### config.mk
export PLATFORM = sky130hd
export DESIGN_NAME = display_timings
export DESIGN_NICKNAME = d
export VERILOG_FILES = /design/src/rtl/gfx_pkg.sv /design/src/rtl/display_timings.sv
export SDC_FILE = /design/constraint.sdc
export NUM_CORES = 1
export LEC_CHECK = 0
export ABC_AREA = 1
export BUFFER_PORTS_ARGS = -buffer_cell sky130_fd_sc_hd__buf_2
export CAP_MARGIN = 30
export CORE_UTILIZATION = 52
export DETAILED_ROUTE_END_ITERATION = 6
export PLACE_DENSITY = 0.77
export SLEW_MARGIN = 20
export SYNTH_ARGS = -nofsm -noshare
export SYNTH_HDL_FRONTEND = slang
export SYNTH_SLANG_ARGS = --single-unit
### constraint.sdc
create_clock -name clk_pix -period 2.1 [get_ports clk_pix]
set_clock_uncertainty 0.2 [all_clocks]
set_input_delay 0.21 -clock clk_pix [delete_from_list [all_inputs] [get_ports clk_pix]]
set_output_delay 0.21 -clock clk_pix [all_outputs]
set_load 0.01 [all_outputs]
### src/rtl/gfx_pkg.sv
// ====================
// shared types and constants for the line drawing display:
// raster timing, framebuffer geometry, letterbox and palette
// ====================
`default_nettype none

package gfx_pkg;

    localparam int cordw = 16;                      // signed coordinate width
    typedef logic signed [cordw-1:0] coord_t;

    // 640x480 horizontal timing in pixels
    localparam int h_active = 640;
    localparam int h_fp     = 16;
    localparam int h_sync   = 96;
    localparam int h_bp     = 48;
    localparam int h_total  = h_active + h_fp + h_sync + h_bp;  // 800
    localparam int hs_start = h_active + h_fp;                 // first hsync pixel
    localparam int hs_end   = hs_start + h_sync;               // first pixel after hsync

    // vertical timing in lines
    localparam int v_active = 480;
    localparam int v_fp     = 10;
    localparam int v_sync   = 2;
    localparam int v_bp     = 33;
    localparam int v_total  = v_active + v_fp + v_sync + v_bp;  // 525
    localparam int vs_start = v_active + v_fp;
    localparam int vs_end   = vs_start + v_sync;

    // framebuffer geometry
    localparam int fb_width  = 160;
    localparam int fb_height = 90;
    localparam int fb_scale  = 4;                   // screen pixels per fb pixel
    localparam int fb_shift  = $clog2(fb_scale);
    localparam int fb_depth  = fb_width * fb_height;
    localparam int fb_addrw  = $clog2(fb_depth);

    // 16:9 letterbox inside the 4:3 raster
    localparam int lb_top    = 60;
    localparam int lb_bottom = lb_top + fb_height * fb_scale;  // 420

    // colour
    localparam int cidxw = 2;
    typedef logic [cidxw-1:0] cidx_t;
    localparam int chanw = 4;

    // 12-bit RGB entries, red in the top nibble
    localparam logic [3*chanw-1:0] palette [2**cidxw] = '{
        12'h000,  // black
        12'hF00,  // red
        12'h0F0,  // green
        12'hFFF   // white
    };

endpackage

`default_nettype wire

### src/rtl/display_timings.sv
// ====================
// 640x480 raster counters with syncs, data enable and
// frame and line pulses, all registered alongside sx and sy
// ====================
`default_nettype none
`timescale 1ns/10ps

module display_timings (
    input  logic            clk_pix,
    input  logic            rst_n,
    output gfx_pkg::coord_t sx,
    output gfx_pkg::coord_t sy,
    output logic            hsync,
    output logic            vsync,
    output logic            de,
    output logic            frame,
    output logic            line
);

    gfx_pkg::coord_t sx_next;
    gfx_pkg::coord_t sy_next;

    // next position, decoded before the register so flags line up
    always_comb begin
        if (sx == gfx_pkg::coord_t'(gfx_pkg::h_total - 1)) begin
            sx_next = '0;
            if (sy == gfx_pkg::coord_t'(gfx_pkg::v_total - 1)) begin
                sy_next = '0;
            end else begin
                sy_next = sy + 1'b1;
            end
        end else begin
            sx_next = sx + 1'b1;
            sy_next = sy;
        end
    end

    always_ff @(posedge clk_pix) begin
        if (!rst_n) begin
            sx    <= gfx_pkg::coord_t'(gfx_pkg::h_active);      // start in blanking
            sy    <= gfx_pkg::coord_t'(gfx_pkg::v_total - 1);   // last line of frame
            hsync <= 1'b1;
            vsync <= 1'b1;
            de    <= 1'b0;
            frame <= 1'b0;
            line  <= 1'b0;
        end else begin
            sx    <= sx_next;
            sy    <= sy_next;
            // both syncs active low
            hsync <= !(sx_next >= gfx_pkg::hs_start && sx_next < gfx_pkg::hs_end);
            vsync <= !(sy_next >= gfx_pkg::vs_start && sy_next < gfx_pkg::vs_end);
            de    <= sx_next < gfx_pkg::h_active && sy_next < gfx_pkg::v_active;
            frame <= sx_next == 0 && sy_next == 0;
            line  <= sx_next == 0;
        end
    end

endmodule

`default_nettype wire

==> results of run 1 <==
state kept, by name (all words and copies together) (netlist names):
| name | flops |
|---|---|
| sy | 16 |
| line | 1 |
| sx | 16 |
| frame | 1 |
| hsync | 1 |
| vsync | 1 |
| de | 1 |
power breakdown:
group | total (mW) | leakage [nW] | internal [mW] | switching (mW)
logic | 0.0548 | 1.26 | 0.0224 | 0.0324
registers | 0.711 | 0.303 | 0.705 | 0.00587
clock network | 0.524 | 0.0443 | 0.261 | 0.263
total | 1.29 | 1.61 | 0.989 | 0.301
per-layer routing:
| metal | wire length, µm | track usage [%] | vias to the layer above |
|---|---|---|---|
| li1 | - | - | 1476 |
| met1 | 3450 | 43.4 | 1406 |
| met2 | 3920 | 48.0 | 213 |
| met3 | 846 | 7.22 | 49 |
| met4 | 345 | 10.0 | 0 |
| met5 | 0 | 0 | - |
layout by cell type (no fill, tap or decap), types with 2 or more instances in the layout:
cell and instances:
a21oi_1 3, buf_12 3, buf_2 38, buf_4 33
clkbuf_8 6, dfxtp_1 20, dfxtp_2 16, inv_1 40
inv_2 8, nand2_1 116, nand2_2 14, nand2_4 7
nand2_8 2, nand3_1 35, nand3_2 7, nand3_4 2
nand4_1 13, nor2_1 72, nor2_2 16, nor2_4 10
nor2_8 2, nor3_1 2, o21ai_0 4, o21ai_1 3
o21ai_2 2, o21bai_1 4, xnor2_1 3
timing repair:
action / in CTS / in global routing
gates cloned: 3 / 1
setup endpoints to repair: 3 / 5
gates resized for setup: 20 / 49
endpoints found under the hold margin: 4 / 0
pin swaps: 8 / 18
buffers inserted: 5 / 5
hold buffers: 1 / 0
worst min-delay path, cell delays in order (launching register included):
cell,delay [ns]
dfxtp_2,0.35
buf_4,0.13
nor3_1,0.06
metrics by stage:
step	setup slack (ns)	setup TNS, ns	hold WS, ns	utilization (%)	cells
floorplan	0.0363	0	0.264	-	417
global placement	0.00324	0	0.272	62.8	541
detailed placement	-0.0302	-0.0376	0.272	62.8	541
CTS	0.0206	0	0.379	68.3	557
global route	-0.171	-0.317	0.410	73.0	563
finish	-0.0273	-0.0326	0.384	73.0	563
worst paths after layout:
check / from / end / slack [ns] / depth (start not counted)
worst max-delay path: sx[0]$_SDFF_PN0_ / vsync$_SDFF_PN1_ / -0.03 / 12
worst min-delay path: sx[0]$_SDFF_PN0_ / sx[0]$_SDFF_PN0_ / 0.38 / 2
worst max register to register: sx[0]$_SDFF_PN0_ / vsync$_SDFF_PN1_ / -0.03 / 12
worst min register to register: sx[0]$_SDFF_PN0_ / sx[0]$_SDFF_PN0_ / 0.38 / 2
layout make-up:
class                      instances  area, µm²
timing repair buffer              75        508
tap                               67       83.8
multi-input combinational        327       1810
clock buffer                       7       86.3
fill                             349       1280
inverter                          50        190
sequential                        37        764
cell families (layout without fill, tap and decap cells):
family          Yosys count  in the layout  share of synthesized area [%]
simple gates            296            300                           52.9
buf+inv                  57            132                           9.76
xor+xnor                  5              5                           2.01
fa+ha+maj                 3              3                           1.47
compound gates           19             19                           4.81
flops                    37             37                           29.0
==> impl_metrics.json, run 1 <==
{
  "h-tree-depth": 2,
  "synth-edff-count": 0,
  "finalPower_mw": 1.29,
  "grt_pass1_wl_um": 12400,
  "path_buf_inv": 2,
  "drt-pass1-iter-count": 6,
  "synth_fp_nets": 422,
  "syn_to_final_growth_pct": 35.1,
  "period_needed_ns": 2.13,
  "antenna_cells": 0,
  "nNetsFinal": 501,
  "num_vias": 3144,
  "synth.most_common_cell": "nand2_1",
  "drt_iter0_markers": 558,
  "ioPinCount": 39,
  "crit_path_max_fanout": 7,
  "die_x_um": 72.0,
  "grt_pass1_vias": 2598,
  "coreArea_um2": 4720,
  "drt_wl_total_um": 8560,
  "synth_seq_area_share_pct": 29.0,
  "powerDensity_nw_per_um2": 374,
  "synth_cell_types": 33,
  "grt-ovfl-total": 0,
  "synth.cell_area_um2": 2550,
  "rows": 25,
  "yosysTopAreaCellShare_pct": 29.0,
  "die_area_um2": 5190,
  "period_share_pct": 101,
  "async_reset_ff_share_pct": 0,
  "rsz0062_at_grt": "true",
  "tritoncts": "built",
  "crit_chain": "ha_4 -> nand2_4 -> nor2_8 -> inv_4 -> nor2_4 -> buf_12 -> nand2_8 -> nand2_4 -> a21boi_4 -> nand4_1 -> nor2_1 -> nand3_1",
  "synthTopCellsByCount": "nand2_1 (129), nor2_1 (84), nand3_1 (41)",
  "numCtsBuffers": 5,
  "fin_ws_ns": -0.0273,
  "placed_area_um2": 2970,
  "crit_required_ns": 2.07,
  "clk_pin_slew_ns": 0.08,
  "wl_per_cell_um": 15.2,
  "drcViolationCount": 0,
  "tightest_slew_ns": 0.319,
  "path_class": "flop to flop",
  "fin_area_um2": 3450,
  "root_buffer": "clkbuf_8",
  "viasPerCell": 5.58,
  "grt_max_degree": 27,
  "min_path_type": "flop to flop",
  "slew_headroom_pct": 78.7,
  "setup_viol": 2,
  "finalHoldViolCount": 0,
  "cap_violations": 0,
  "cp_slowest_cell": "dfxtp_2",
  "initial_core_util_pct": 54.0,
  "synth_area_leaders": "dfxtp_1 (29%), nand2_1 (19%), nor2_1 (12%)",
  "clock_latency_ns": 0.29,
  "grt.total_usage_pct": 31.2,
  "start_kind": "flop",
  "hpwl_um": 5140,
  "vdd_ir_drop_max_mv": 0.382,
  "die_y_um": 72.0,
  "ys_warn_count": 0,
  "place.gp.congestion": 0.884,
  "syn_inst": 417,
  "crit_top_cell": "nand2_4",
  "violations": "setup timing",
  "avgSynthCellArea_um2": 6.12,
  "antenna_found_initial": 0,
  "drv_slew": 0,
  "status": "finished with violations",
  "drive_gt1_share_pct": 35.5,
  "p_leak_nw": 1.61,
  "yosysTopAreaCell": "dfxtp_1",
  "fmax_ghz": 0.470,
  "clock_sinks": 37,
  "ant_nets": 0,
  "yosys_most_used_dff": "dfxtp_1",
  "path_delay_family": "simple AND/OR/NAND/NOR gates",
  "cp.arrival_ns": 2.10,
  "cts_buffer_depth": 2,
  "synth_seq_cells": 37,
  "endpoint_kind": "flop",
  "slowest_delay_ns": 0.35,
  "numPortBuffers": 38
}
(Power assumes the default switching activity.)
==> run 2, diff against run 1 <==
--- a/config.mk
+++ b/config.mk
@@ -8,9 +8,12 @@
 export ABC_AREA = 1
 export BUFFER_PORTS_ARGS = -buffer_cell sky130_fd_sc_hd__buf_2
 export CAP_MARGIN = 30
-export CORE_UTILIZATION = 52
+export CELL_PAD_IN_SITES_DETAIL_PLACEMENT = 0
+export CELL_PAD_IN_SITES_GLOBAL_PLACEMENT = 2
+export CORE_UTILIZATION = 27
 export DETAILED_ROUTE_END_ITERATION = 6
-export PLACE_DENSITY = 0.77
+export MAX_ROUTING_LAYER = met4
+export PLACE_DENSITY_LB_ADDON = 0.1
 export SLEW_MARGIN = 20
 export SYNTH_ARGS = -nofsm -noshare
 export SYNTH_HDL_FRONTEND = slang
==> run 2 against run 1 <==
  * The run now ends clean
  * Global-route usage decreased by 12 points
  * Maximum frequency increased by 4.2%
  * Largest power group unchanged
  * Critical endpoint is now frame$_SDFF_PN0_
  * Register-to-register slack improved by 0.09 ns
  * Critical path type unchanged
  * Utilization decreased by 32 points
  * Sequential power about the same
  * Die area increased by 90%
  * Clock-buffer cell count unchanged
  * Routed wire length increased by 2.8%
  * Power increased by 12%
==> impl_metrics.json, run 2 (same netlist as run 1, synthesis figures left out) <==
{
  "period_share_pct": 97.2,
  "endpoint_kind": "flop",
  "period_needed_ns": 2.04,
  "clk_pin_slew_ns": 0.09,
  "cp.arrival_ns": 2.08,
  "powerDensity_nw_per_um2": 381,
  "hold_slack_ns": 0.368,
  "clock_sinks": 37,
  "crit_start": "sx[1]$_SDFF_PN0_",
  "drt-pass1-iter-count": 4,
  "grt_pass1_wl_um": 14000,
  "slew_headroom_pct": 77.9,
  "numCtsBuffers": 5,
  "crit_path_end": "frame$_SDFF_PN0_",
  "most-common-layout-cells": "nand2_1 (114), nor2_1 (67), buf_4 (63)",
  "r2r_end": "frame$_SDFF_PN0_",
  "die_y_um": 99.2,
  "r2r-start": "sx[1]$_SDFF_PN0_",
  "wl_per_cell_um": 13.8,
  "die_area_um2": 9840,
  "drv_slew": 0,
  "nNetsFinal": 532,
  "ioPinCount": 39,
  "tightest_slew_ns": 0.331,
  "numPortBuffers": 38,
  "hpwl_um": 6750,
  "final_common_cell": "nand2_1",
  "coreArea_um2": 9200,
  "r2r_setup_slack_ns": 0.06,
  "place.gp.congestion": 0.844,
  "crit_required_ns": 2.14,
  "drcViolationCount": 0,
  "status": "finished, final reports clean",
  "min_path_type": "flop to flop",
  "finalHoldViolCount": 0,
  "initial_core_util_pct": 27.7,
  "antenna_cells": 0,
  "rows": 35,
  "root_buffer": "clkbuf_8",
  "drive_gt1_share_pct": 41.1,
  "p_leak_nw": 1.79,
  "path_class": "flop to flop",
  "rsz0062_at_grt": "true",
  "ant_nets": 0,
  "top_regs": "sx: 16 flops, sy: 16 flops",
  "clock_latency_ns": 0.30,
  "die_x_um": 99.2,
  "tritoncts": "built",
  "cap_violations": 0,
  "grt-ovfl-total": 0,
  "pre_cts_slack_ns": -0.111,
  "viasPerCell": 4.52,
  "finalPower_mw": 1.45,
  "fin_ws_ns": 0.0593,
  "syn_to_final_growth_pct": 49.0,
  "r2r_cells": 14,
  "h-tree-depth": 2,
  "grt.total_usage_pct": 19.2,
  "fmax_ghz": 0.490,
  "setup_viol": 0,
  "vdd_ir_drop_max_mv": 0.266,
  "antenna_found_initial": 0,
  "start_kind": "flop",
  "drt_iter0_markers": 38,
  "crit_path_max_fanout": 7,
  "drt_wl_total_um": 8800,
  "grt_max_degree": 19,
  "grt_pass1_vias": 2733,
  "cts_buffer_depth": 2,
  "num_vias": 2891
}
run 2: cell count changes in the layout (fill, tap and decap cells not counted), moves of 3 or more:
cell and change:
inv_1 -3, buf_4 +30, nor2_1 -5, nor2_2 +3
buf_6 +4, o21ai_1 -3
run 2: cell type report:
type | instances | area [µm²]
Timing Repair Buffer | 109 | 778
Fill cell | 1002 | 5390
Sequential cell | 37 | 759
Clock inverter | 1 | 30.0
Tap cell | 111 | 139
Multi-Input combinational cell | 324 | 1820
Inverter | 50 | 193
Clock buffer | 7 | 86.3
run 2: worst min path at each step:
stage / from / endpoint / cells after the start / slack (ns)
6_report: sx[0]$_SDFF_PN0_ / sx[0]$_SDFF_PN0_ / 2 / 0.37
5_1_grt: sx[0]$_SDFF_PN0_ / sx[0]$_SDFF_PN0_ / 2 / 0.39
4_1_cts: sx[0]$_SDFF_PN0_ / sx[0]$_SDFF_PN0_ / 2 / 0.38
3_5_place_dp: rst_n / sx[7]$_SDFF_PN1_ / 2 / 0.31
3_3_place_gp: rst_n / sy[2]$_SDFF_PN1_ / 2 / 0.30
2_1_floorplan: rst_n / sy[2]$_SDFF_PN1_ / 2 / 0.26
run 2: through the flow:
| stage | cells | setup TNS, ns | cell area [µm²] | utilization [%] |
|---|---|---|---|---|
| final | 639 | 0 | 3800 | 41.3 |
| after global routing | 639 | -0.118 | 3800 | 41.3 |
| after CTS | 634 | -0.0587 | 3570 | 38.9 |
| after detailed placement | 620 | -0.306 | 3300 | 35.8 |
| after global placement | 620 | -0.254 | 3300 | 35.8 |
| after floorplan | 417 | 0 | 2550 | - |
run 2: routing by layer:
metal  up-vias  wire length, µm  global-route usage [%]
met5         -                0                       -
met2        44             4510                    34.0
met3        13              216                    2.74
met4         0              170                    6.11
li1       1519                -                       -
met1      1315             3910                    22.3
run 2: report_power, final:
| part | leakage [nW] | total [mW] | switching [mW] | internal, mW |
|---|---|---|---|---|
| logic | 1.43 | 0.0589 | 0.0343 | 0.0246 |
| registers | 0.303 | 0.713 | 0.00602 | 0.707 |
| clock network | 0.0585 | 0.676 | 0.288 | 0.388 |
run 2: repair_timing:
action | in CTS | in global routing
hold buffers | 1 | 0
gates resized for setup | 22 | 61
pin swaps | 14 | 24
setup buffers | 4 | 5
setup endpoints to repair | 3 | 7
endpoints found under the hold margin | 3 | 0
gates cloned | 1 | 0
run 2: worst max-delay path, stage by stage, from the launching register on:
cell     delay [ns]
dfxtp_2        0.36
ha_4           0.15
nand2_4        0.06
nor2_8         0.12
nand3_4        0.11
nor2_8         0.20
buf_12         0.17
nand2_4        0.05
nand2_4        0.08
inv_2          0.03
nor2_1         0.09
nand2_1        0.07
nor2_2         0.12
nand3_2        0.08
nor2_1         0.08
==> run 3, diff against run 2 <==
--- a/config.mk
+++ b/config.mk
@@ -10,7 +10,7 @@
 export CAP_MARGIN = 30
 export CELL_PAD_IN_SITES_DETAIL_PLACEMENT = 0
 export CELL_PAD_IN_SITES_GLOBAL_PLACEMENT = 2
-export CORE_UTILIZATION = 27
+export CORE_UTILIZATION = 30
 export DETAILED_ROUTE_END_ITERATION = 6
 export MAX_ROUTING_LAYER = met4
 export PLACE_DENSITY_LB_ADDON = 0.1
==> constraint.sdc (replaced) <==
create_clock -name clk_pix -period 2.06 [get_ports clk_pix]
set_clock_uncertainty 0.2 [all_clocks]
set_input_delay 0.206 -clock clk_pix [delete_from_list [all_inputs] [get_ports clk_pix]]
set_output_delay 0.206 -clock clk_pix [all_outputs]
set_load 0.01 [all_outputs]
==> run 3 against run 2 <==
  * The flow now finishes with violations (setup timing)
  * Global-route usage is 1.7 points higher
  * Register-to-register slack got worse by 0.097 ns
  * Sequential cell count unchanged
  * Setup slack got worse by 0.097 ns
  * Sequential power increased by 2%
  * Sequential share of layout area grew 0.19 points
  * Die area decreased by 9.8%
  * Maximum frequency is 2.7% lower
  * Clock-buffer cell count stayed put
  * Critical path type unchanged
  * Power rose by 0.87%
  * Utilization is 4.4 points higher
  * Critical path depth up 1
==> impl_metrics.json, run 3 (same netlist as run 1, synthesis figures left out) <==
{
  "syn_to_final_growth_pct": 47.2,
  "fin_ws_ns": -0.0380,
  "root_buffer": "clkbuf_8",
  "drcViolationCount": 0,
  "p_leak_nw": 1.81,
  "h-tree-depth": 2,
  "period_needed_ns": 2.10,
  "rsz0062_at_grt": "true",
  "nNetsFinal": 539,
  "final_common_cell": "nand2_1",
  "cts_buffer_depth": 2,
  "fillers": 886,
  "endpoint_kind": "flop",
  "clock_sinks": 37,
  "clk_pin_slew_ns": 0.08,
  "grt_pass1_vias": 2858,
  "ant_nets": 0,
  "num_vias": 2902,
  "initial_core_util_pct": 31.0,
  "grt_max_degree": 27,
  "die_x_um": 94.2,
  "viasPerCell": 4.53,
  "r2r-start": "sx[0]$_SDFF_PN0_",
  "crit_required_ns": 2.09,
  "clock_latency_ns": 0.29,
  "finalHoldViolCount": 0,
  "drive_gt1_share_pct": 38.1,
  "antenna_cells": 0,
  "period_share_pct": 102,
  "hpwl_um": 6540,
  "layoutNonFillerInstCount": 640,
  "global_route.usage.met2_pct": 38.9,
  "tritoncts": "built",
  "place.gp.congestion": 0.807,
  "numCtsBuffers": 5,
  "ioPinCount": 39,
  "start_kind": "flop",
  "drt-pass1-iter-count": 4,
  "powerDensity_nw_per_um2": 389,
  "dp_cells": 618,
  "grt.total_usage_pct": 20.9,
  "placed_area_um2": 3320,
  "cap_violations": 0,
  "antenna_found_initial": 0,
  "top_regs": "sx: 16 flops, sy: 16 flops",
  "fmax_ghz": 0.477,
  "status": "finished with violations",
  "wl_per_cell_um": 13.4,
  "met1_usage_pct": 23.2,
  "grt_pass1_wl_um": 13700,
  "pre_cts_slack_ns": -0.131,
  "worstHoldStart": "sy[1]$_SDFF_PN0_",
  "drv_slew": 0,
  "drt_wl_total_um": 8600,
  "grt-ovfl-total": 0,
  "coreArea_um2": 8220,
  "die_area_um2": 8880,
  "slew_headroom_pct": 77.0,
  "die_y_um": 94.2,
  "vdd_ir_drop_max_mv": 0.250,
  "cp.arrival_ns": 2.13,
  "numPortBuffers": 38,
  "busiest_layer": "met2",
  "crit_start": "sx[0]$_SDFF_PN0_",
  "grt_util_met3_pct": 2.51,
  "crit_path_max_fanout": 6,
  "setup_viol": 4,
  "rows": 33,
  "path_class": "flop to flop",
  "violations": "setup timing",
  "tightest_slew_ns": 0.341,
  "drt_iter0_markers": 81,
  "most-common-layout-cells": "nand2_1 (117), nor2_1 (75), buf_4 (70)",
  "fin_area_um2": 3750,
  "min_path_type": "flop to flop"
}
==> run 3: cell type report <==
type                       instances  area (µm²)  area share (%)
clock buffer                       7        86.3            2.30
multi-input combinational        326        1750            46.7
sequential                        37         757            20.2
tap                              105         131            3.50
inverter                          50         190            5.06
clock inverter                     1        30.0           0.800
timing repair buffer             114         808            21.5
==> run 3: critical path, cell delays in order, from the launching register on <==
cell	delay, ns
dfxtp_2	0.36
ha_4	0.16
nand2_4	0.07
nor2_8	0.13
inv_4	0.05
nor2_4	0.15
buf_12	0.14
buf_12	0.11
nand2_8	0.07
nand2_2	0.09
nand2_1	0.05
nor2_1	0.09
nand3_1	0.07
nor2_1	0.11
nand3_1	0.08
nor2_1	0.10
==> run 3: layer usage <==
metal  wire length [µm]  share of wire [%]
met1               3720                 43
met3                198                2.3
met5                  0                  0
met2               4570                 53
met4                105                1.2
==> run 3: power by group <==
part           switching (mW)  internal [mW]
sequential            0.00630          0.720
clock                   0.272          0.395
combinational          0.0374         0.0295
total                   0.316           1.14
==> run 3: final timing paths <==
kind                            slack (ns)  depth (start not counted)          endpoint
worst max register to register       -0.04                         15  frame$_SDFF_PN0_
worst max-delay path                 -0.04                         15  frame$_SDFF_PN0_
worst min register to register        0.33                          2  sy[1]$_SDFF_PN0_
worst min-delay path                  0.33                          2  sy[1]$_SDFF_PN0_
==> run 3: through the flow <==
step / TNS, ns / total power, mW / utilization (%) / hold WS (ns)
global placement: -0.323 / 0.803 / 40.4 / 0.303
finish: -0.0857 / 1.46 / 45.7 / 0.330
CTS: -0.0255 / 1.49 / 44.1 / 0.331
detailed placement: -0.349 / 0.803 / 40.4 / 0.303
global route: -0.783 / 1.51 / 45.7 / 0.350
floorplan: 0 / 0.773 / - / 0.260
==> run 3: repair_timing <==
item | in CTS | in global routing
setup endpoints to repair | 5 | 7
gates cloned | 2 | 1
pin swaps | 12 | 18
endpoints found under the hold margin | 2 | 0
hold buffers | 1 | 0
resized for setup | 22 | 29
buffers inserted | 7 | 3
