<file path="src/rtl/gfx_pkg.sv">
// ====================
// shared types and constants for the line drawing display:
// raster timing, framebuffer geometry, letterbox and palette
// ====================
`default_nettype none

package gfx_pkg;

    localparam int cordw = 16;                      // signed coordinate width
    typedef logic signed [cordw-1:0] coord_t;

    // 640x480 horizontal timing in pixels
    localparam int h_active = 640;
    localparam int h_fp     = 16;
    localparam int h_sync   = 96;
    localparam int h_bp     = 48;
    localparam int h_total  = h_active + h_fp + h_sync + h_bp;  // 800
    localparam int hs_start = h_active + h_fp;                 // first hsync pixel
    localparam int hs_end   = hs_start + h_sync;               // first pixel after hsync

    // vertical timing in lines
    localparam int v_active = 480;
    localparam int v_fp     = 10;
    localparam int v_sync   = 2;
    localparam int v_bp     = 33;
    localparam int v_total  = v_active + v_fp + v_sync + v_bp;  // 525
    localparam int vs_start = v_active + v_fp;
    localparam int vs_end   = vs_start + v_sync;

    // framebuffer geometry
    localparam int fb_width  = 160;
    localparam int fb_height = 90;
    localparam int fb_scale  = 4;                   // screen pixels per fb pixel
    localparam int fb_shift  = $clog2(fb_scale);
    localparam int fb_depth  = fb_width * fb_height;
    localparam int fb_addrw  = $clog2(fb_depth);

    // 16:9 letterbox inside the 4:3 raster
    localparam int lb_top    = 60;
    localparam int lb_bottom = lb_top + fb_height * fb_scale;  // 420

    // colour
    localparam int cidxw = 2;
    typedef logic [cidxw-1:0] cidx_t;
    localparam int chanw = 4;

    // 12-bit RGB entries, red in the top nibble
    localparam logic [3*chanw-1:0] palette [2**cidxw] = '{
        12'h000,  // black
        12'hF00,  // red
        12'h0F0,  // green
        12'hFFF   // white
    };

endpackage

`default_nettype wire

</file>
<file path="src/rtl/fb_write_if.sv">
// ====================
// pixel write path from the line drawer into the framebuffer
// ====================
`default_nettype none
`timescale 1ns/10ps

interface fb_write_if;

    logic            we;    // pixel valid
    gfx_pkg::coord_t x;
    gfx_pkg::coord_t y;
    gfx_pkg::cidx_t  cidx;  // colour index to store
    logic            busy;  // framebuffer refuses writes

    modport drawer (
        output we,
        output x,
        output y,
        output cidx,
        input  busy
    );

    modport fb (
        input  we,
        input  x,
        input  y,
        input  cidx,
        output busy
    );

endinterface

`default_nettype wire

</file>
<file path="src/rtl/line_drawer.sv">
// ====================
// Bresenham line rasteriser for all octants
// one pixel per cycle into the framebuffer, stalled by busy
// ====================
`default_nettype none
`timescale 1ns/10ps

module line_drawer (
    input  logic            clk_pix,
    input  logic            rst_n,
    input  logic            start,
    input  gfx_pkg::coord_t x0,
    input  gfx_pkg::coord_t y0,
    input  gfx_pkg::coord_t x1,
    input  gfx_pkg::coord_t y1,
    input  gfx_pkg::cidx_t  cidx,
    output logic            drawing,
    output logic            done,
    fb_write_if.drawer      wr
);

    typedef enum logic [1:0] {IDLE, INIT, DRAW} state_t;
    typedef logic signed [gfx_pkg::cordw:0] delta_t;  // one bit wider than a coordinate

    state_t                state;
    gfx_pkg::coord_t       xc;        // current pixel
    gfx_pkg::coord_t       yc;
    gfx_pkg::coord_t       xe;        // end point
    gfx_pkg::coord_t       ye;
    gfx_pkg::cidx_t        colour;
    logic                  right;     // x steps up
    logic                  down;      // y steps up
    delta_t                dx;        // |x1-x0|
    delta_t                dy;        // -|y1-y0|
    delta_t                err;
    delta_t                abs_dx;
    delta_t                neg_dy;
    logic signed [gfx_pkg::cordw+1:0] e2;
    logic                  step_x;
    logic                  step_y;
    logic                  last;
    logic                  emit;

    always_comb begin
        // deltas from the latched endpoints, used in INIT
        if (xe > xc) begin
            abs_dx = delta_t'(xe) - delta_t'(xc);
        end else begin
            abs_dx = delta_t'(xc) - delta_t'(xe);
        end
        if (ye > yc) begin
            neg_dy = delta_t'(yc) - delta_t'(ye);
        end else begin
            neg_dy = delta_t'(ye) - delta_t'(yc);
        end

        e2     = err <<< 1;
        step_x = e2 >= dy;
        step_y = e2 <= dx;
        last   = xc == xe && yc == ye;
        emit   = state == DRAW && !wr.busy;  // never write into a busy fb
    end

    assign drawing = state != IDLE;
    assign wr.we   = emit;
    assign wr.x    = xc;
    assign wr.y    = yc;
    assign wr.cidx = colour;

    // control
    always_ff @(posedge clk_pix) begin
        if (!rst_n) begin
            state <= IDLE;
            done  <= 1'b0;
        end else begin
            done <= 1'b0;
            case (state)
                IDLE:    if (start) state <= INIT;
                INIT:    state <= DRAW;
                DRAW: begin
                    if (emit && last) begin
                        state <= IDLE;
                        done  <= 1'b1;  // one cycle after the end pixel
                    end
                end
                default: state <= IDLE;
            endcase
        end
    end

    // datapath
    always_ff @(posedge clk_pix) begin
        case (state)
            IDLE: begin
                if (start) begin
                    xc     <= x0;
                    yc     <= y0;
                    xe     <= x1;
                    ye     <= y1;
                    colour <= cidx;
                end
            end
            INIT: begin
                dx    <= abs_dx;
                dy    <= neg_dy;
                err   <= abs_dx + neg_dy;
                right <= xc < xe;
                down  <= yc < ye;
            end
            DRAW: begin
                if (emit && !last) begin
                    if (step_x) xc <= right ? xc + 1'b1 : xc - 1'b1;
                    if (step_y) yc <= down ? yc + 1'b1 : yc - 1'b1;
                    err <= err + (step_x ? dy : delta_t'(0)) + (step_y ? dx : delta_t'(0));
                end
            end
            default: ;
        endcase
    end

endmodule

`default_nettype wire

</file>
<file path="src/flat_wrapper.sv">
// flat-port wrapper written by rule: the top's interface ports become plain ports
module line_drawer_flat 
  (clk_pix, rst_n, start, x0, y0, x1, y1, cidx, drawing, done, wr_we, wr_x, wr_y, wr_cidx, wr_busy);
  fb_write_if wr_i ();
  input  logic clk_pix;
  input  logic rst_n;
  input  logic start;
  input  gfx_pkg::coord_t x0;
  input  gfx_pkg::coord_t y0;
  input  gfx_pkg::coord_t x1;
  input  gfx_pkg::coord_t y1;
  input  gfx_pkg::cidx_t cidx;
  output logic drawing;
  output logic done;
  output wire logic [$bits(wr_i.we)-1:0] wr_we;
  output wire logic [$bits(wr_i.x)-1:0] wr_x;
  output wire logic [$bits(wr_i.y)-1:0] wr_y;
  output wire logic [$bits(wr_i.cidx)-1:0] wr_cidx;
  input wire logic [$bits(wr_i.busy)-1:0] wr_busy;
  assign wr_we = wr_i.we;
  assign wr_x = wr_i.x;
  assign wr_y = wr_i.y;
  assign wr_cidx = wr_i.cidx;
  assign wr_i.busy = wr_busy;
  line_drawer u_core (.clk_pix(clk_pix), .rst_n(rst_n), .start(start), .x0(x0), .y0(y0), .x1(x1), .y1(y1), .cidx(cidx), .drawing(drawing), .done(done), .wr(wr_i));
endmodule
</file>
<file path="config.mk">
export PLATFORM = sky130hd
export DESIGN_NAME = line_drawer_flat
export DESIGN_NICKNAME = d
export VERILOG_FILES = /design/src/rtl/gfx_pkg.sv /design/src/rtl/fb_write_if.sv /design/src/rtl/line_drawer.sv /design/src/flat_wrapper.sv
export SDC_FILE = /design/constraint.sdc
export NUM_CORES = 1
export LEC_CHECK = 0
export ABC_AREA = 1
export BUFFER_PORTS_ARGS = -buffer_cell sky130_fd_sc_hd__buf_2
export CAP_MARGIN = 20
export CORE_MARGIN = 2
export CORE_UTILIZATION = 55
export CTS_CLUSTER_SIZE = 8
export DETAILED_ROUTE_END_ITERATION = 7
export MAX_ROUTING_LAYER = met4
export PLACE_DENSITY = 0.74
export SYNTH_ARGS = -nofsm -noshare
export SYNTH_HDL_FRONTEND = slang
export SYNTH_SLANG_ARGS = --single-unit
export TNS_END_PERCENT = 30
</file>
<file path="constraint.sdc">
create_clock -name clk_pix -period 10.15 [get_ports clk_pix]
set_input_delay 2.03 -clock clk_pix [delete_from_list [all_inputs] [get_ports clk_pix]]
set_output_delay 2.03 -clock clk_pix [all_outputs]
set_load 0.02 [all_outputs]
</file>
==> impl_metrics.toml, run 1 <==
[pwr]
p_leak_nw = 7.22
ir_worst_vdd_v = 0.000160
p_int_mw = 1.96
power.share.combinational = 0.617
p_seq_frac = 0.206
cellPowerDensity_nw_per_um2 = 275
p_sw_mw = 1.82
pwr-share-clk = 0.178
switching_share = 0.481

[clock_network]
cts_tree = "yes"
clkTransAtPathRegs_ns = 0.06
cts_htree_levels = 4
clock_latency_ns = 0.43
clk_path_buf_depth = 2
post-cts-setup-buffers = 0
cts.sinks = 122
cts_resized = 0
ctsRootBufferMaster = "clkbuf_16"
numCtsBuffers = 17
holdBufCountCts = 0

[worst_setup_path]
r2r-start = "u_core.wr.x[0]"
cp-startpoint = "u_core.wr.x[0]"
critPathLaunchType = "flop"
rr_endpoint = "u_core.err[11]"
path_common_cell = "nand2_1"
worstRegToRegCells = 26
r2r_slack_ns = 4.98
crit_buf_inv = 4
end_kind = "flop"
path_class = "flop to flop"
critical_path.top_delay_family = "simple AND/OR/NAND/NOR gates"
critPathSlowestCell = "edfxtp_1"
max_stage_delay_ns = 0.51
crit_arrival_ns = 5.34
cp.required_ns = 10.32
cp_max_fo = 20

[timing]
setup_ws_ns = 4.98
period_share = 0.509
worst_pin_slew_ns = 0.847
finalSetupTns_ns = 0
rsz0062_at_grt = "false"
post-route-min-period_ns = 5.17
setup_violations = 0
slew-limit-headroom = 0.434
maxSlewViolCount = 0
max_clock_freq_ghz = 0.193
finalHoldViolCount = 0
clock_skew_ns = 0.00732

[status]
status = "complete, no violations"

[placement]
place_congestion = 0.975
dpl.hpwl_microns = 26000
place_area_sq_um = 13100
post-place-ws_ns = 5.05
io_buffers = 106

[floorplan]
num_io_pins = 107
die_h_microns = 153
core_sq_um = 21900
start_util = 0.560
dieWidth_microns = 153
dieArea_sq_um = 23500
fp-row-count = 54

[detailed_routing]
first_iter_violations = 628
routedWlPerCell_microns = 15.9
detail_route.vias_per_cell = 5.36
wl_microns = 32700
ant_nets = 0
firstDrtPassIters = 7
vias = 11046
drc = 0

[global_routing]
grt_max_degree = 66
gr-usage-all-layers = 0.290
grt_pass1_wl_microns = 53600
overflow = 0
grt_pass1_vias = 10817
antenna_found_initial = 0

[logic_synthesis]
ys_ff_latch = 122
synth_fp_nets = 1916
synth_edf_count = 119
synth_cell_types = 43
netlist_top_cells_area = "edfxtp_1 29%, ha_1 16%, nand2_1 14%, inv_1 9.2%, a21oi_1 5.8%"
syn_area_per_cell_sq_um = 7.38
syn_area_sq_um = 12300
syn_inst = 1663
synthArstFlopShare = 0
ys_warn_count = 0
ys_seq_area_frac = 0.296
ys.flop_type = "edfxtp_1"
synth_top_area_cell = "edfxtp_1"
synth_top_cell_area_share = 0.291

[cells_and_area]
final_common_cell = "nand2_1"
area_growth_syn_to_layout_pct = 12.0
drive_gt1_frac = 0.0893
final_cell_mix = "450 x nand2_1, 301 x inv_1, 159 x ha_1"
regArea_sq_um = 3630
final_core_util = 0.628
fin_area_sq_um = 13700
fillCellCount = 2031
multi_input_area_sq_um = 7390
antenna_cells = 0
nNetsFinal = 2021

[hold_path]
hold_path_depth = 1
hold_end = "u_core.down"
worstHoldStart = "u_core.state[1]"
worst_hold_path_type = "flop to flop"

[run]
cap_violations = 0
synthesized netlist by cell type (all sizes together) (6+ instances only):
cell	count
nor2	96
inv	307
xnor2	25
fa	24
a31oi	13
a21oi	143
or2	7
nand3	73
xor2	33
edfxtp	119
a21o	17
o31ai	6
ha	159
o21bai	9
buf	11
nand2	452
o21ai	111
clkbuf	13
nor3	11
o2111ai	7
nand4	8
routing by layer:
metal	vias to the layer above	global-route usage	part of all wire
met5	-	-	0
met4	0	0.0808	0.020
met3	35	0.0272	0.052
met2	313	0.469	0.46
met1	5072	0.393	0.47
li1	5626	-	-
logic make-up after synthesis:
family,Yosys count,share of synthesized area
AND/OR/NAND/NOR,649,0.213
buffers and inverters,331,0.104
AO/OA/AOI/OAI,319,0.144
adder cells (fa/ha/maj),183,0.201
flip-flops,122,0.296
XOR/XNOR,58,0.0414
multiplexers,1,0.000816
power by group through the flow:
stage | combinational, mW | sequential [mW] | clock (mW)
6_report | 2.33 | 0.777 | 0.671
5_1_grt | 2.65 | 0.788 | 0.696
4_1_cts | 2.31 | 0.777 | 0.677
3_5_place_dp | 2.29 | 0.787 | 0
3_3_place_gp | 2.23 | 0.784 | 0
2_1_floorplan | 1.72 | 0.779 | 0
registers in the layout, summed over array words and instances (netlist names):
| register | flops |
|---|---|
| u_core.wr.x | 16 |
| u_core.dy | 17 |
| u_core.xe | 16 |
| u_core.down | 1 |
| u_core.right | 1 |
| u_core.state | 2 |
| u_core.err | 17 |
| u_core.wr.cidx | 2 |
| u_core.done | 1 |
| u_core.dx | 17 |
| u_core.wr.y | 16 |
| u_core.ye | 16 |
worst max path at each step:
stage,end,slack [ns],cells past startpoint
floorplan,wr_we,5.75,1
global placement,u_core.err[16],5.05,26
detailed placement,u_core.err[11],5.05,26
CTS,u_core.err[11],5.01,26
global route,u_core.err[9],4.54,27
finish,u_core.err[11],4.98,26
final cells by class:
class | instances | area share
Multi-Input combinational cell | 1210 | 0.538
Sequential cell | 122 | 0.264
Inverter | 307 | 0.0839
Timing Repair Buffer | 110 | 0.0426
Clock buffer | 17 | 0.0310
Tap cell | 280 | 0.0255
Clock inverter | 15 | 0.0149
metrics by stage:
step           hold WS, ns  std cells  total power [mW]
2_1_floorplan        0.661       1663              2.50
3_3_place_gp         0.742       2027              3.02
3_5_place_dp         0.752       2027              3.07
4_1_cts              0.762       2059              3.76
5_1_grt              0.623       2061              4.14
6_report             0.613       2061              3.78
(Power assumes the default switching activity.)
==> inputs of run 2 (changes only) <==
PLACE_DENSITY = 0.77   (was 0.74)
clock period = 4.2 ns   (was 10.15 ns; I/O delays follow)
==> impl_metrics.toml, run 2 (synthesized netlist as in run 1, its figures left out) <==
[timing]
finalHoldViolCount = 0
finalSetupTns_ns = 0
period_share = 0.956
rsz0062_at_grt = "true"
slew-limit-headroom = 0.376
hold_ws_ns = 0.589
setup_violations = 0
max_clock_freq_ghz = 0.249
post-route-min-period_ns = 4.02
setup_ws_ns = 0.184
worst_pin_slew_ns = 0.934
clock_skew_ns = 0.0121
maxSlewViolCount = 0

[global_routing]
grt_max_degree = 66
gr-usage-all-layers = 0.308
grt_pass1_wl_microns = 56800
grt_pass1_vias = 11624
antenna_found_initial = 1
overflow = 0

[pwr]
ir_worst_vdd_v = 0.000427
p_total_mw = 11.0
cellPowerDensity_nw_per_um2 = 717
p_leak_nw = 7.94

[placement]
place_congestion = 0.967
dpl.hpwl_microns = 27800
dpl.cell_count = 2156
io_buffers = 106
post-place-ws_ns = -0.412

[worst_setup_path]
crit_arrival_ns = 4.16
crit_buf_inv = 5
critPathSlowestCell = "fa_1"
cp_cell_sequence = "buf_4, ha_1, nand2_1, nor2_2, o21ai_1, nor2_1, nor2_1, nand2_1, nand2_2, nand3_4, buf_4, nand2_1, inv_1, fa_1, ha_1, nand2_1, nor2_2, nand3_2, o2111ai_2, buf_4, buf_4, a21oi_1, o21ai_0, o31ai_1"
path_class = "flop to flop"
cp.required_ns = 4.35
max_stage_delay_ns = 0.43
cp_max_fo = 5
critical_path.top_delay_family = "simple AND/OR/NAND/NOR gates"
critPathLaunchType = "flop"
end_kind = "flop"

[detailed_routing]
detail_route.vias_per_cell = 5.37
firstDrtPassIters = 5
routedWlPerCell_microns = 16.0
first_iter_violations = 865
ant_nets = 0
wl_microns = 35300
vias = 11899
drc = 0

[clock_network]
clkTransAtPathRegs_ns = 0.06
cts_htree_levels = 4
cts.sinks = 122
holdBufCountCts = 0
ctsRootBufferMaster = "clkbuf_16"
cts_tree = "yes"
clock_latency_ns = 0.42
numCtsBuffers = 17
clk_path_buf_depth = 2

[hold_path]
worst_hold_path_type = "input port to flop"

[status]
status = "complete, no violations"

[floorplan]
start_util = 0.560
dieWidth_microns = 153
die_h_microns = 153
dieArea_sq_um = 23500
core_sq_um = 21900
num_io_pins = 107
fp-row-count = 54

[cells_and_area]
area_growth_syn_to_layout_pct = 25.3
nNetsFinal = 2173
fillCellCount = 1816
regArea_sq_um = 3630
final_common_cell = "nand2_1"
multi_input_area_sq_um = 7960
drive_gt1_frac = 0.216
final_cell_mix = "429 x nand2_1, 296 x inv_1, 152 x buf_4"
top_regs = "u_core.dx x17, u_core.dy x17, u_core.err x17"
final_cells = 2214

[run]
cap_violations = 0
## run 2: changes by cell type in the layout (fill, tap and decap cells not counted), moves of 6 or more
cell	delta
a21oi_1	-16
a21oi_2	+14
buf_4	+150
ha_1	-24
ha_2	+6
ha_4	+18
nand2_1	-21
nand2_2	+21
nand3_1	-8
nor2_1	-11
nor2_2	+8
o21ai_0	-13
o21ai_1	+7
## run 2: worst paths after layout
kind	start	cells after the start	to	slack (ns)
max	u_core.err[5]	24	u_core.err[12]	0.18
min	x1[15]	1	u_core.xe[15]	0.59
max reg2reg	u_core.err[5]	24	u_core.err[12]	0.18
min reg2reg	u_core.state[0]	5	u_core.done	0.78
## run 2: metrics by stage
| stage | cell area, sq um | util |
|---|---|---|
| floorplan | 12300 | - |
| global placement | 14000 | 0.641 |
| detailed placement | 14000 | 0.641 |
| CTS | 14700 | 0.673 |
| global route | 15400 | 0.702 |
| finish | 15400 | 0.702 |
## run 2: area by class of cell
cell class | count | share of cell area
clock buffers | 17 | 0.0277
inverters | 307 | 0.0754
clock inverters | 15 | 0.00684
flip-flops and latches | 122 | 0.236
repair buffers | 262 | 0.113
multi-input cells | 1210 | 0.518
diodes | 1 | 0.000163
well taps | 280 | 0.0228
## run 2: per-layer routing
layer | track usage | vias up | wire length, microns
li1 | - | 5964 | -
met2 | 0.499 | 392 | 16700
met4 | 0.0939 | 0 | 667
met1 | 0.414 | 5493 | 16200
met3 | 0.0275 | 50 | 1790
met5 | - | - | 0
## run 2: where the power goes
group	leakage (nW)	internal [mW]	switching, mW
sequential	1.15	1.70	0.136
clock	0.248	0.750	0.591
combinational	6.55	3.40	4.45
## run 2: repair_timing
| item | in CTS | in global routing |
|---|---|---|
| buffers inserted | 8 | 16 |
| setup endpoints to repair | 13 | 12 |
| pin swaps | 3 | 35 |
| gates resized for setup | 22 | 111 |
==> inputs of run 3 (changes only) <==
CORE_ASPECT_RATIO = 1.75   (was default)
RECOVER_POWER = 100   (was default)
==> impl_metrics.toml, run 3 (synthesized netlist as in run 1, its figures left out) <==
[cells_and_area]
top_regs = "u_core.dx x17, u_core.dy x17, u_core.err x17"
final_common_cell = "nand2_1"
drive_gt1_frac = 0.203
area_growth_syn_to_layout_pct = 25.3
regArea_sq_um = 3630
final_cells = 2232
fillCellCount = 1866
final_cell_mix = "434 x nand2_1, 294 x inv_1, 148 x buf_4"
multi_input_area_sq_um = 7880
antenna_cells = 0
final_core_util = 0.699
nNetsFinal = 2176

[worst_setup_path]
cp_max_fo = 7
cp.required_ns = 4.39
r2r-start = "u_core.err[9]"
path_class = "flop to flop"
critPathLaunchType = "flop"
end_kind = "flop"
cp-startpoint = "u_core.err[9]"
critPathCapture = "u_core.err[15]"
worstRegToRegCells = 27
rr_endpoint = "u_core.err[15]"
crit_arrival_ns = 4.43
r2r_slack_ns = -0.03

[timing]
slew-limit-headroom = -0.583
max_clock_freq_ghz = 0.236
rsz0062_at_grt = "true"
finalHoldViolCount = 0
maxSlewViolCount = 72
setup_violations = 1
period_share = 1.01
post-route-min-period_ns = 4.23
worst_pin_slew_ns = 2.37
clock_skew_ns = 0.0127
setup_ws_ns = -0.0325

[floorplan]
core_sq_um = 22000
dieArea_sq_um = 23600
dieWidth_microns = 117
start_util = 0.558
num_io_pins = 107
fp-row-count = 72
die_h_microns = 202

[pwr]
cellPowerDensity_nw_per_um2 = 719
ir_worst_vdd_v = 0.000351
pwr-share-clk = 0.136
p_int_mw = 5.94
power.share.combinational = 0.699
p_seq_frac = 0.165
p_sw_mw = 5.11
switching_share = 0.462
p_leak_nw = 7.97

[global_routing]
overflow = 0
grt_max_degree = 66
gr-usage-all-layers = 0.332
antenna_found_initial = 0
grt_pass1_vias = 12267
grt_pass1_wl_microns = 58500

[clock_network]
clk_path_buf_depth = 2
clkTransAtPathRegs_ns = 0.06
ctsRootBufferMaster = "clkbuf_16"
cts_htree_levels = 4
holdBufCountCts = 0
cts_tree = "yes"
cts.sinks = 122
clock_latency_ns = 0.45
numCtsBuffers = 17

[placement]
place_congestion = 1.04
post-place-ws_ns = -0.515
io_buffers = 106
dpl.cell_count = 2179
dpl.hpwl_microns = 29200

[hold_path]
worst_hold_path_type = "input port to flop"
worstHoldStart = "x1[0]"

[detailed_routing]
ant_nets = 0
routedWlPerCell_microns = 16.3
vias = 12014
firstDrtPassIters = 5
wl_microns = 36400
detail_route.vias_per_cell = 5.38
first_iter_violations = 748
drc = 0

[status]
violations = "max-capacitance violations, max-slew violations, negative setup slack"
status = "finished, violations left"

[run]
cap_violations = 2
## run 3: cell types whose count changed in the layout (fill, tap and decap cells not counted), sizes merged
| cell | previous run | this run |
|---|---|---|
| diode | 1 | 0 |
| clkbuf | 17 | 27 |
| clkinv | 9 | 7 |
| buf | 262 | 258 |
| clkinvlp | 5 | 0 |
| bufinv | 0 | 4 |
## run 3: worst max-delay path: stages, from the launching register on
cell and delay (ns):
edfxtp_1 0.45, ha_1 0.31, nand2_1 0.09, nor2_4 0.12, nand3b_1 0.19, nor2_1 0.18
nor2_2 0.06, nand2_1 0.05, nand2_1 0.06, nand2_2 0.09, buf_12 0.11, nand2_2 0.06
fa_1 0.50, inv_2 0.10, ha_4 0.14, inv_2 0.04, fa_2 0.36, inv_2 0.06
nand3_2 0.06, nand2_2 0.11, nand4_1 0.09, nand4_1 0.16, nand2_1 0.10, nand2_1 0.09
a21o_1 0.15, a21oi_1 0.07, o21ai_1 0.11, nand2_1 0.06
## run 3: power by group through the flow
| stage | registers (mW) | logic, mW | clock network (mW) |
|---|---|---|---|
| floorplan | 1.88 | 4.16 | 0 |
| global placement | 1.82 | 6.49 | 0 |
| detailed placement | 1.83 | 6.64 | 0 |
| CTS | 1.81 | 6.98 | 1.52 |
| global route | 1.84 | 8.58 | 1.57 |
| finish | 1.82 | 7.72 | 1.50 |
## run 3: layer usage
| layer | global-route usage | up-vias | wire length [microns] |
|---|---|---|---|
| met3 | 0.0467 | 155 | 1570 |
| met1 | 0.343 | 5509 | 13300 |
| li1 | - | 5948 | - |
| met4 | 0.231 | 0 | 2760 |
| met2 | 0.564 | 402 | 18900 |
| met5 | - | - | 0 |
## run 3: worst min path at each step
stage                            to  slack (ns)  cells past startpoint
floorplan           u_core.state[0]        0.66                      3
global placement        u_core.done        0.66                      5
detailed placement      u_core.done        0.70                      5
CTS                    u_core.ye[1]        0.55                      1
global route           u_core.xe[3]        0.56                      1
finish                 u_core.xe[0]        0.57                      1
## run 3: per-stage QoR
step / power (mW) / hold WS, ns / TNS, ns / area, sq um
6_report: 11.0 / 0.568 / -0.0325 / 15400
5_1_grt: 12.0 / 0.557 / -1.01 / 15400
4_1_cts: 10.3 / 0.547 / 0 / 14900
3_5_place_dp: 8.48 / 0.697 / -3.75 / 14100
3_3_place_gp: 8.31 / 0.661 / -3.15 / 14100
2_1_floorplan: 6.05 / 0.661 / 0 / 12300
## run 3: what timing repair did
action,in CTS,in global routing
cloned,1,0
pin swaps,12,31
buffers inserted,8,11
setup endpoints to repair,12,11
gates resized for setup,42,81
## run 3: cell type report
class                      instances  share of cell area
multi-input combinational       1210               0.512
sequential                       122               0.236
timing repair buffer             264               0.113
inverter                         307              0.0755
clock buffer                      21              0.0287
tap                              296              0.0241
clock inverter                    11             0.00985
timing repair inverter             1            0.000244
